==> src/hw/xgmac_defines.svh <==
`ifndef XGMAC_DEFINES_SVH
`define XGMAC_DEFINES_SVH

// Stream beat geometry
`define XGMAC_DATA_W     64
`define XGMAC_KEEP_W     8    // One enable per byte lane

// Statistics counter width
`define XGMAC_CNT_W      32

// APB geometry
`define XGMAC_APB_AW     8
`define XGMAC_APB_DW     32

// Anything shorter is a runt
`define XGMAC_MIN_FRAME  60

// Register map, byte offsets
`define XGMAC_REG_CTRL   8'h00   // Bit 0 swap enable
`define XGMAC_REG_FRAMES 8'h04   // Read only
`define XGMAC_REG_BYTES  8'h08   // Read only
`define XGMAC_REG_RUNTS  8'h0C   // Read only
`define XGMAC_REG_CLEAR  8'h10   // Write 1 to bit 0

`endif

==> src/hw/xgmac_pkg.sv <==
`include "xgmac_defines.svh"

package xgmac_pkg;

   // One 64-bit beat of frame data
   // Byte lane n sits at bits 8n+7 down to 8n
   typedef logic [`XGMAC_DATA_W-1:0] data_t;

   // Byte enables, lane 0 goes out first
   typedef logic [`XGMAC_KEEP_W-1:0] keep_t;

   // Free-running statistics counter
   // Wraps silently at the top
   typedef logic [`XGMAC_CNT_W-1:0] cnt_t;

   // APB byte address
   typedef logic [`XGMAC_APB_AW-1:0] apb_addr_t;

endpackage

==> src/hw/xgmac_address_swap.sv <==
`timescale 1ns/1ps

module xgmac_address_swap (
   input  logic             clk,
   input  logic             rst_n,
   input  logic             swap_en,
   input  xgmac_pkg::data_t rx_tdata,
   input  xgmac_pkg::keep_t rx_tkeep,
   input  logic             rx_tlast,
   input  logic             rx_tvalid,
   output logic             rx_tready,
   output xgmac_pkg::data_t tx_tdata,
   output xgmac_pkg::keep_t tx_tkeep,
   output logic             tx_tlast,
   output logic             tx_tvalid,
   input  logic             tx_tready
);
   import xgmac_pkg::*;

   data_t      data_q [2];   // Two beat slots
   keep_t      keep_q [2];
   logic [1:0] last_q;
   logic       wr_ptr;       // Next free slot
   logic       rd_ptr;       // Head slot
   logic [1:0] count;        // Occupied slots
   logic       sof;          // Next beat opens a frame
   logic       second;       // Next beat is beat two of a frame
   logic       swap_frm;     // swap_en held for the current frame
   logic       push;
   logic       pop;
   logic       do_swap;
   data_t      first_raw;    // Beat one still in its slot
   data_t      first_swp;
   data_t      second_swp;

   assign push = rx_tvalid && rx_tready;
   assign pop  = tx_tvalid && tx_tready;

   // Full stalls rx unless the head leaves this cycle
   assign rx_tready = (count != 2'd2) || pop;

   // Head may leave if it closes its frame or its successor is already in
   assign tx_tvalid = (count != 2'd0) && (last_q[rd_ptr] || count == 2'd2);
   assign tx_tdata  = data_q[rd_ptr];
   assign tx_tkeep  = keep_q[rd_ptr];
   assign tx_tlast  = last_q[rd_ptr];

   // Beat one cannot have left before beat two arrives, so it is the slot behind wr_ptr
   assign first_raw = data_q[~wr_ptr];

   // Lanes 0-5 get SA bytes 6-11, lanes 6-7 get DA bytes 0-1
   assign first_swp  = {first_raw[15:0], rx_tdata[31:0], first_raw[63:48]};
   // Lanes 0-3 get DA bytes 2-5, upper half untouched
   assign second_swp = {rx_tdata[63:32], first_raw[47:16]};

   assign do_swap = push && second && swap_frm;

   // Payload slots
   always_ff @(posedge clk) begin
      if (push) begin
         data_q[wr_ptr] <= do_swap ? second_swp : rx_tdata;
         keep_q[wr_ptr] <= rx_tkeep;   // Keep and last never change
         last_q[wr_ptr] <= rx_tlast;
      end
      if (do_swap)
         data_q[~wr_ptr] <= first_swp;   // Rewrite beat one in place
   end

   // Pointers, occupancy and frame tracking
   always_ff @(posedge clk) begin
      if (!rst_n) begin
         wr_ptr   <= 1'b0;
         rd_ptr   <= 1'b0;
         count    <= 2'd0;
         sof      <= 1'b1;
         second   <= 1'b0;
         swap_frm <= 1'b0;
      end else begin
         if (push)
            wr_ptr <= ~wr_ptr;
         if (pop)
            rd_ptr <= ~rd_ptr;
         case ({push, pop})
            2'b10:   count <= count + 2'd1;
            2'b01:   count <= count - 2'd1;
            default: count <= count;   // Idle or push with pop
         endcase
         if (push) begin
            sof    <= rx_tlast;
            second <= sof && !rx_tlast;   // Single-beat frames never swap
            if (sof)
               swap_frm <= swap_en;   // Sampled once per frame
         end
      end
   end

endmodule

==> src/hw/xgmac_frame_stats.sv <==
`timescale 1ns/1ps
`include "xgmac_defines.svh"

module xgmac_frame_stats (
   input  logic             clk,
   input  logic             rst_n,
   input  logic             rx_beat,
   input  xgmac_pkg::keep_t rx_tkeep,
   input  logic             rx_tlast,
   input  logic             stat_clr,
   output xgmac_pkg::cnt_t  frame_cnt,
   output xgmac_pkg::cnt_t  byte_cnt,
   output xgmac_pkg::cnt_t  runt_cnt
);
   import xgmac_pkg::*;

   cnt_t       len_q;       // Bytes so far in the open frame
   cnt_t       frm_len;     // Length including this beat
   logic [3:0] beat_bytes;

   // Number of enabled lanes
   function automatic logic [3:0] popcount(input keep_t keep);
      logic [3:0] n;
      n = 4'd0;
      for (int i = 0; i < `XGMAC_KEEP_W; i++)
         n = n + {3'd0, keep[i]};
      return n;
   endfunction

   assign beat_bytes = popcount(rx_tkeep);
   assign frm_len    = len_q + cnt_t'(beat_bytes);

   always_ff @(posedge clk) begin
      if (!rst_n || stat_clr) begin   // Clear wins over a beat in the same cycle
         frame_cnt <= '0;
         byte_cnt  <= '0;
         runt_cnt  <= '0;
         len_q     <= '0;
      end else if (rx_beat) begin
         byte_cnt <= byte_cnt + cnt_t'(beat_bytes);
         if (rx_tlast) begin
            frame_cnt <= frame_cnt + 1'b1;
            if (frm_len < `XGMAC_MIN_FRAME)
               runt_cnt <= runt_cnt + 1'b1;
            len_q <= '0;   // Next frame starts fresh
         end else begin
            len_q <= frm_len;
         end
      end
   end

endmodule

==> src/hw/xgmac_loopback_csr.sv <==
`timescale 1ns/1ps
`include "xgmac_defines.svh"

module xgmac_loopback_csr (
   input  logic                     clk,
   input  logic                     rst_n,
   input  logic                     psel,
   input  logic                     penable,
   input  logic                     pwrite,
   input  xgmac_pkg::apb_addr_t     paddr,
   input  logic [`XGMAC_APB_DW-1:0] pwdata,
   output logic [`XGMAC_APB_DW-1:0] prdata,
   output logic                     pslverr,
   input  xgmac_pkg::cnt_t          frame_cnt,
   input  xgmac_pkg::cnt_t          byte_cnt,
   input  xgmac_pkg::cnt_t          runt_cnt,
   output logic                     swap_en,
   output logic                     stat_clr
);

   logic access;     // Access phase, completes this cycle
   logic wr;
   logic addr_hit;   // One of the five mapped offsets

   assign access = psel && penable;
   assign wr     = access && pwrite;

   // Error only in the access phase, never on setup
   assign pslverr = access && !addr_hit;

   // Read mux and address decode
   always_comb begin
      prdata   = '0;
      addr_hit = 1'b1;
      case (paddr)
         `XGMAC_REG_CTRL:   prdata = {{(`XGMAC_APB_DW-1){1'b0}}, swap_en};
         `XGMAC_REG_FRAMES: prdata = frame_cnt;
         `XGMAC_REG_BYTES:  prdata = byte_cnt;
         `XGMAC_REG_RUNTS:  prdata = runt_cnt;
         `XGMAC_REG_CLEAR:  prdata = '0;   // Strobe only, nothing stored
         default:           addr_hit = 1'b0;   // Unmapped reads 0
      endcase
   end

   // CTRL register
   always_ff @(posedge clk) begin
      if (!rst_n)
         swap_en <= 1'b1;   // Loopback swaps by default
      else if (wr && paddr == `XGMAC_REG_CTRL)
         swap_en <= pwdata[0];
   end

   // Clear strobe, high for the cycle after the write
   always_ff @(posedge clk) begin
      if (!rst_n)
         stat_clr <= 1'b0;
      else
         stat_clr <= wr && paddr == `XGMAC_REG_CLEAR && pwdata[0];
   end

   // FRAMES, BYTES and RUNTS writes fall through with no effect

endmodule

==> src/hw/xgmac_loopback.sv <==
`timescale 1ns/1ps
`include "xgmac_defines.svh"

module xgmac_loopback (
   input  logic                     clk,
   input  logic                     rst_n,
   // Receive stream
   input  xgmac_pkg::data_t         rx_tdata,
   input  xgmac_pkg::keep_t         rx_tkeep,
   input  logic                     rx_tlast,
   input  logic                     rx_tvalid,
   output logic                     rx_tready,
   // Transmit stream
   output xgmac_pkg::data_t         tx_tdata,
   output xgmac_pkg::keep_t         tx_tkeep,
   output logic                     tx_tlast,
   output logic                     tx_tvalid,
   input  logic                     tx_tready,
   // APB slave
   input  logic                     psel,
   input  logic                     penable,
   input  logic                     pwrite,
   input  xgmac_pkg::apb_addr_t     paddr,
   input  logic [`XGMAC_APB_DW-1:0] pwdata,
   output logic [`XGMAC_APB_DW-1:0] prdata,
   output logic                     pslverr
);
   import xgmac_pkg::*;

   logic swap_en;    // CTRL bit 0
   logic stat_clr;   // One-cycle clear strobe
   logic rx_beat;    // Accept edge on rx
   cnt_t frame_cnt;
   cnt_t byte_cnt;
   cnt_t runt_cnt;

   // Stats sees exactly what the swapper takes
   assign rx_beat = rx_tvalid && rx_tready;

   xgmac_address_swap u_swap (
      .clk       (clk),
      .rst_n     (rst_n),
      .swap_en   (swap_en),
      .rx_tdata  (rx_tdata),
      .rx_tkeep  (rx_tkeep),
      .rx_tlast  (rx_tlast),
      .rx_tvalid (rx_tvalid),
      .rx_tready (rx_tready),
      .tx_tdata  (tx_tdata),
      .tx_tkeep  (tx_tkeep),
      .tx_tlast  (tx_tlast),
      .tx_tvalid (tx_tvalid),
      .tx_tready (tx_tready)
   );

   xgmac_frame_stats u_stats (
      .clk       (clk),
      .rst_n     (rst_n),
      .rx_beat   (rx_beat),
      .rx_tkeep  (rx_tkeep),
      .rx_tlast  (rx_tlast),
      .stat_clr  (stat_clr),
      .frame_cnt (frame_cnt),
      .byte_cnt  (byte_cnt),
      .runt_cnt  (runt_cnt)
   );

   xgmac_loopback_csr u_csr (
      .clk       (clk),
      .rst_n     (rst_n),
      .psel      (psel),
      .penable   (penable),
      .pwrite    (pwrite),
      .paddr     (paddr),
      .pwdata    (pwdata),
      .prdata    (prdata),
      .pslverr   (pslverr),
      .frame_cnt (frame_cnt),
      .byte_cnt  (byte_cnt),
      .runt_cnt  (runt_cnt),
      .swap_en   (swap_en),
      .stat_clr  (stat_clr)
   );

endmodule

==> config.mk <==
export PLATFORM = sky130hd
export DESIGN_NAME = xgmac_loopback
export DESIGN_NICKNAME = d
export VERILOG_FILES = /design/src/hw/xgmac_pkg.sv /design/src/hw/xgmac_address_swap.sv /design/src/hw/xgmac_frame_stats.sv /design/src/hw/xgmac_loopback_csr.sv /design/src/hw/xgmac_loopback.sv
export VERILOG_INCLUDE_DIRS = /design/src /design/src/hw
export SDC_FILE = /design/constraint.sdc
export NUM_CORES = 1
export LEC_CHECK = 0
export BUFFER_PORTS_ARGS = -buffer_cell sky130_fd_sc_hd__buf_2
export CORE_MARGIN = 4
export CORE_UTILIZATION = 60
export CTS_BUF_LIST = sky130_fd_sc_hd__clkbuf_8
export DETAILED_ROUTE_END_ITERATION = 12
export PLACE_DENSITY_LB_ADDON = 0.05
export SLEW_MARGIN = 5
export SYNTH_ARGS = -nofsm -noshare
export SYNTH_HDL_FRONTEND = slang
export SYNTH_SLANG_ARGS = --single-unit
==> constraint.sdc <==
create_clock -name clk -period 7.64 [get_ports clk]
set_input_delay 0.382 -clock clk [delete_from_list [all_inputs] [get_ports clk]]
set_output_delay 0.382 -clock clk [all_outputs]
set_load 0.03 [all_outputs]
==> flow_metrics.tcl <==
set metrics [dict create \
    syn_inst 1586 \
    chipWidth_um 170 \
    yosysTopAreaCellShare 0.279 \
    vias 12400 \
    setup_viol 0 \
    min_period_ns 5.85 \
    hp-start "rx_tkeep[1]" \
    clock_path_buffers 3 \
    numClockSinks 284 \
    area_growth_syn_to_layout_pct 13.2 \
    async_flop_share 0 \
    yosysMostFrequentCell "nor2_1" \
    synthTopCellsByCount "nor2_1, mux2_2, nand2_1, edfxtp_1, dfxtp_1" \
    drive_gt1_frac 0.274 \
    timing.rr.start "u_stats.len_q[0]$_SDFFE_PP0P_" \
    n_fill_cell 2001 \
    synth.avg_cell_area_um2 9.90 \
    overflow 0 \
    relSlewSlack 0.217 \
    ys_seq_area_frac 0.455 \
    dieArea_um2 28800 \
    wl_mm 38.7 \
    ctsRootBufferMaster "clkbuf_8" \
    cts_setup_buffers 0 \
    holdCritPathClass "in2reg" \
    r2r_slack_ns 3.69 \
    power-per-cell-area_nw_per_um2 221 \
    antenna_found_initial 6 \
    skew_ns 0.0239 \
    grt_usage 0.258 \
    hold_viol 0 \
    tritoncts "done" \
    die_y_um 170 \
    grt_pass1_wl_mm 61.5 \
    setup_tns_ns 0 \
    cp-start-kind "input port" \
    syn-cell-area_um2 15700 \
    grt_pass1_vias 12000 \
    coreArea_um2 25500 \
    ctsHoldBuffers 4 \
    fin_crit_sh 0.765 \
    endpoint_kind "flip-flop" \
    grt_setup_unrepaired "false" \
    max_freq_ghz 0.171 \
    worstSetupPathType "in2reg" \
    grt_start_max_net_pins 75 \
    cp_max_fo 39 \
    drt_iter0_markers 1008 \
    worst_pin_slew_ns 1.18 \
    synth-edff-count 146 \
    syn-num-nets 1726 \
    final_core_util 0.698 \
    avgRoutedWirePerCell_um 18.4 \
    start_util 0.616 \
    vdd_drop_max_v 0.000162 \
    synth_area_leaders "edfxtp_1, dfxtp_1, mux2_2" \
    final_max_slew_viol_count 0 \
    cts-resized-gates 0 \
    first_pass_iters 6 \
    dp_hpwl_mm 24.8 \
    synth_seq_cells 284 \
    pin_count 228 \
    critPathLaunch "rx_tkeep[4]" \
    h-tree-depth 2 \
    via_per_inst 5.91 \
    clk_pin_slew_worst_paths_ns 0.06 \
    status "completed" \
    power_mw 3.93 \
    drc_errors 0 \
    p_leak_nw 6.57 \
    cp_data_arrival_time_ns 6.33 \
    ys_warn_count 0 \
    netlist.top_cell.by_area "edfxtp_1" \
    worstSkewPairLatency_ns 0.56 \
    finalNetCount 1874 \
    synth_cell_types 63 \
    rows 58 \
    ant_nets 0 \
    cap_viol_max_count 0 \
    io_buffers 196 \
    numCtsBuffers 48 \
    hold-worst-slack_ns 0.0377 \
    layoutNonFillerInstCount 2106 \
    place_congestion 0.903 \
    dp_cells 2010 \
    synthFlopType "edfxtp_1" \
    critPathRequiredTime_ns 8.13 \
]
[placed cells by master (no fill, tap or decap), drive strengths merged, types with 30 or more instances in the layout]
| cell type | instances |
|---|---|
| dfxtp | 138 |
| nand4 | 30 |
| a22oi | 32 |
| mux2i | 62 |
| edfxtp | 146 |
| nor2 | 184 |
| xor2 | 49 |
| mux2 | 171 |
| clkbuf | 60 |
| a21oi | 61 |
| a31oi | 36 |
| o21ai | 49 |
| buf | 208 |
| nand2b | 35 |
| nor4 | 31 |
| inv | 45 |
| nand2 | 167 |
| nand3 | 48 |
[per-layer routing]
metal / up-vias / wire, um / global-route usage
met5: - / 22 / 0
met4: 4 / 1170 / 0.0882
met3: 81 / 2420 / 0.0405
met2: 378 / 18200 / 0.424
met1: 5943 / 16800 / 0.350
li1: 6031 / - / -
[through the flow]
step                      area [um2]  setup slack (ns)
final                          17800              1.79
after global routing           17800              1.56
after CTS                      17800              1.83
after detailed placement       16800              1.54
after global placement         16800              1.64
after floorplan                15700             0.482
[where the power goes]
group          switching [mW]  internal [mW]
Combinational           0.496          0.305
Clock                   0.618          0.707
Sequential             0.0952           1.71
[final timing paths]
| check | end | cells after the start |
|---|---|---|
| max | u_stats.runt_cnt[25]$_SDFFE_PP0P_ | 17 |
| max reg2reg | u_stats.runt_cnt[25]$_SDFFE_PP0P_ | 12 |
| min | u_swap.keep_q[1][1]$_DFFE_PP_ | 1 |
| min reg2reg | u_stats.len_q[3]$_SDFFE_PP0P_ | 2 |
[state kept, by name, indices dropped and copies added (netlist names), 2 cells and up, named ones only]
signal / cells
u_stats.byte_cnt: 32
u_stats.frame_cnt: 32
u_stats.len_q: 32
u_stats.runt_cnt: 32
u_swap.count: 2
u_swap.data_q: 128
u_swap.keep_q: 16
u_swap.last_q: 2
[kinds of logic after synthesis]
kind of cell               after synthesis  synth area share
adders and majority gates               20            0.0188
buffers and inverters                  140            0.0358
DFF                                    284             0.455
xor gates and xnor gates                75            0.0418
muxes                                  234             0.164
AOI/OAI and AO/OA                      224            0.0925
and+or+nand+nor                        609             0.192
[critical path: stages]
cell           delay [ns]
dlygate4sd3_1        0.52
buf_2                0.13
inv_1                0.06
fa_1                 0.54
fa_1                 0.43
fa_1                 0.42
fa_1                 0.49
fa_1                 0.44
nand2b_1             0.22
a21o_1               0.27
or4_1                0.70
o31a_1               0.35
nor4_1               0.31
nand4_1              0.13
buf_4                0.32
nor4_2               0.35
mux2i_1              0.24
[layout make-up]
cell class	instances	area [um2]	area share
timing repair buffer	212	1110	0.0625
clock buffer	60	826	0.0465
tap	330	413	0.0232
antenna	5	12.5	0.000704
clock inverter	27	116	0.00655
inverter	26	97.6	0.00549
sequential	284	7150	0.402
multi-input combinational	1162	8050	0.453
Power figures use the tool's default switching activity.
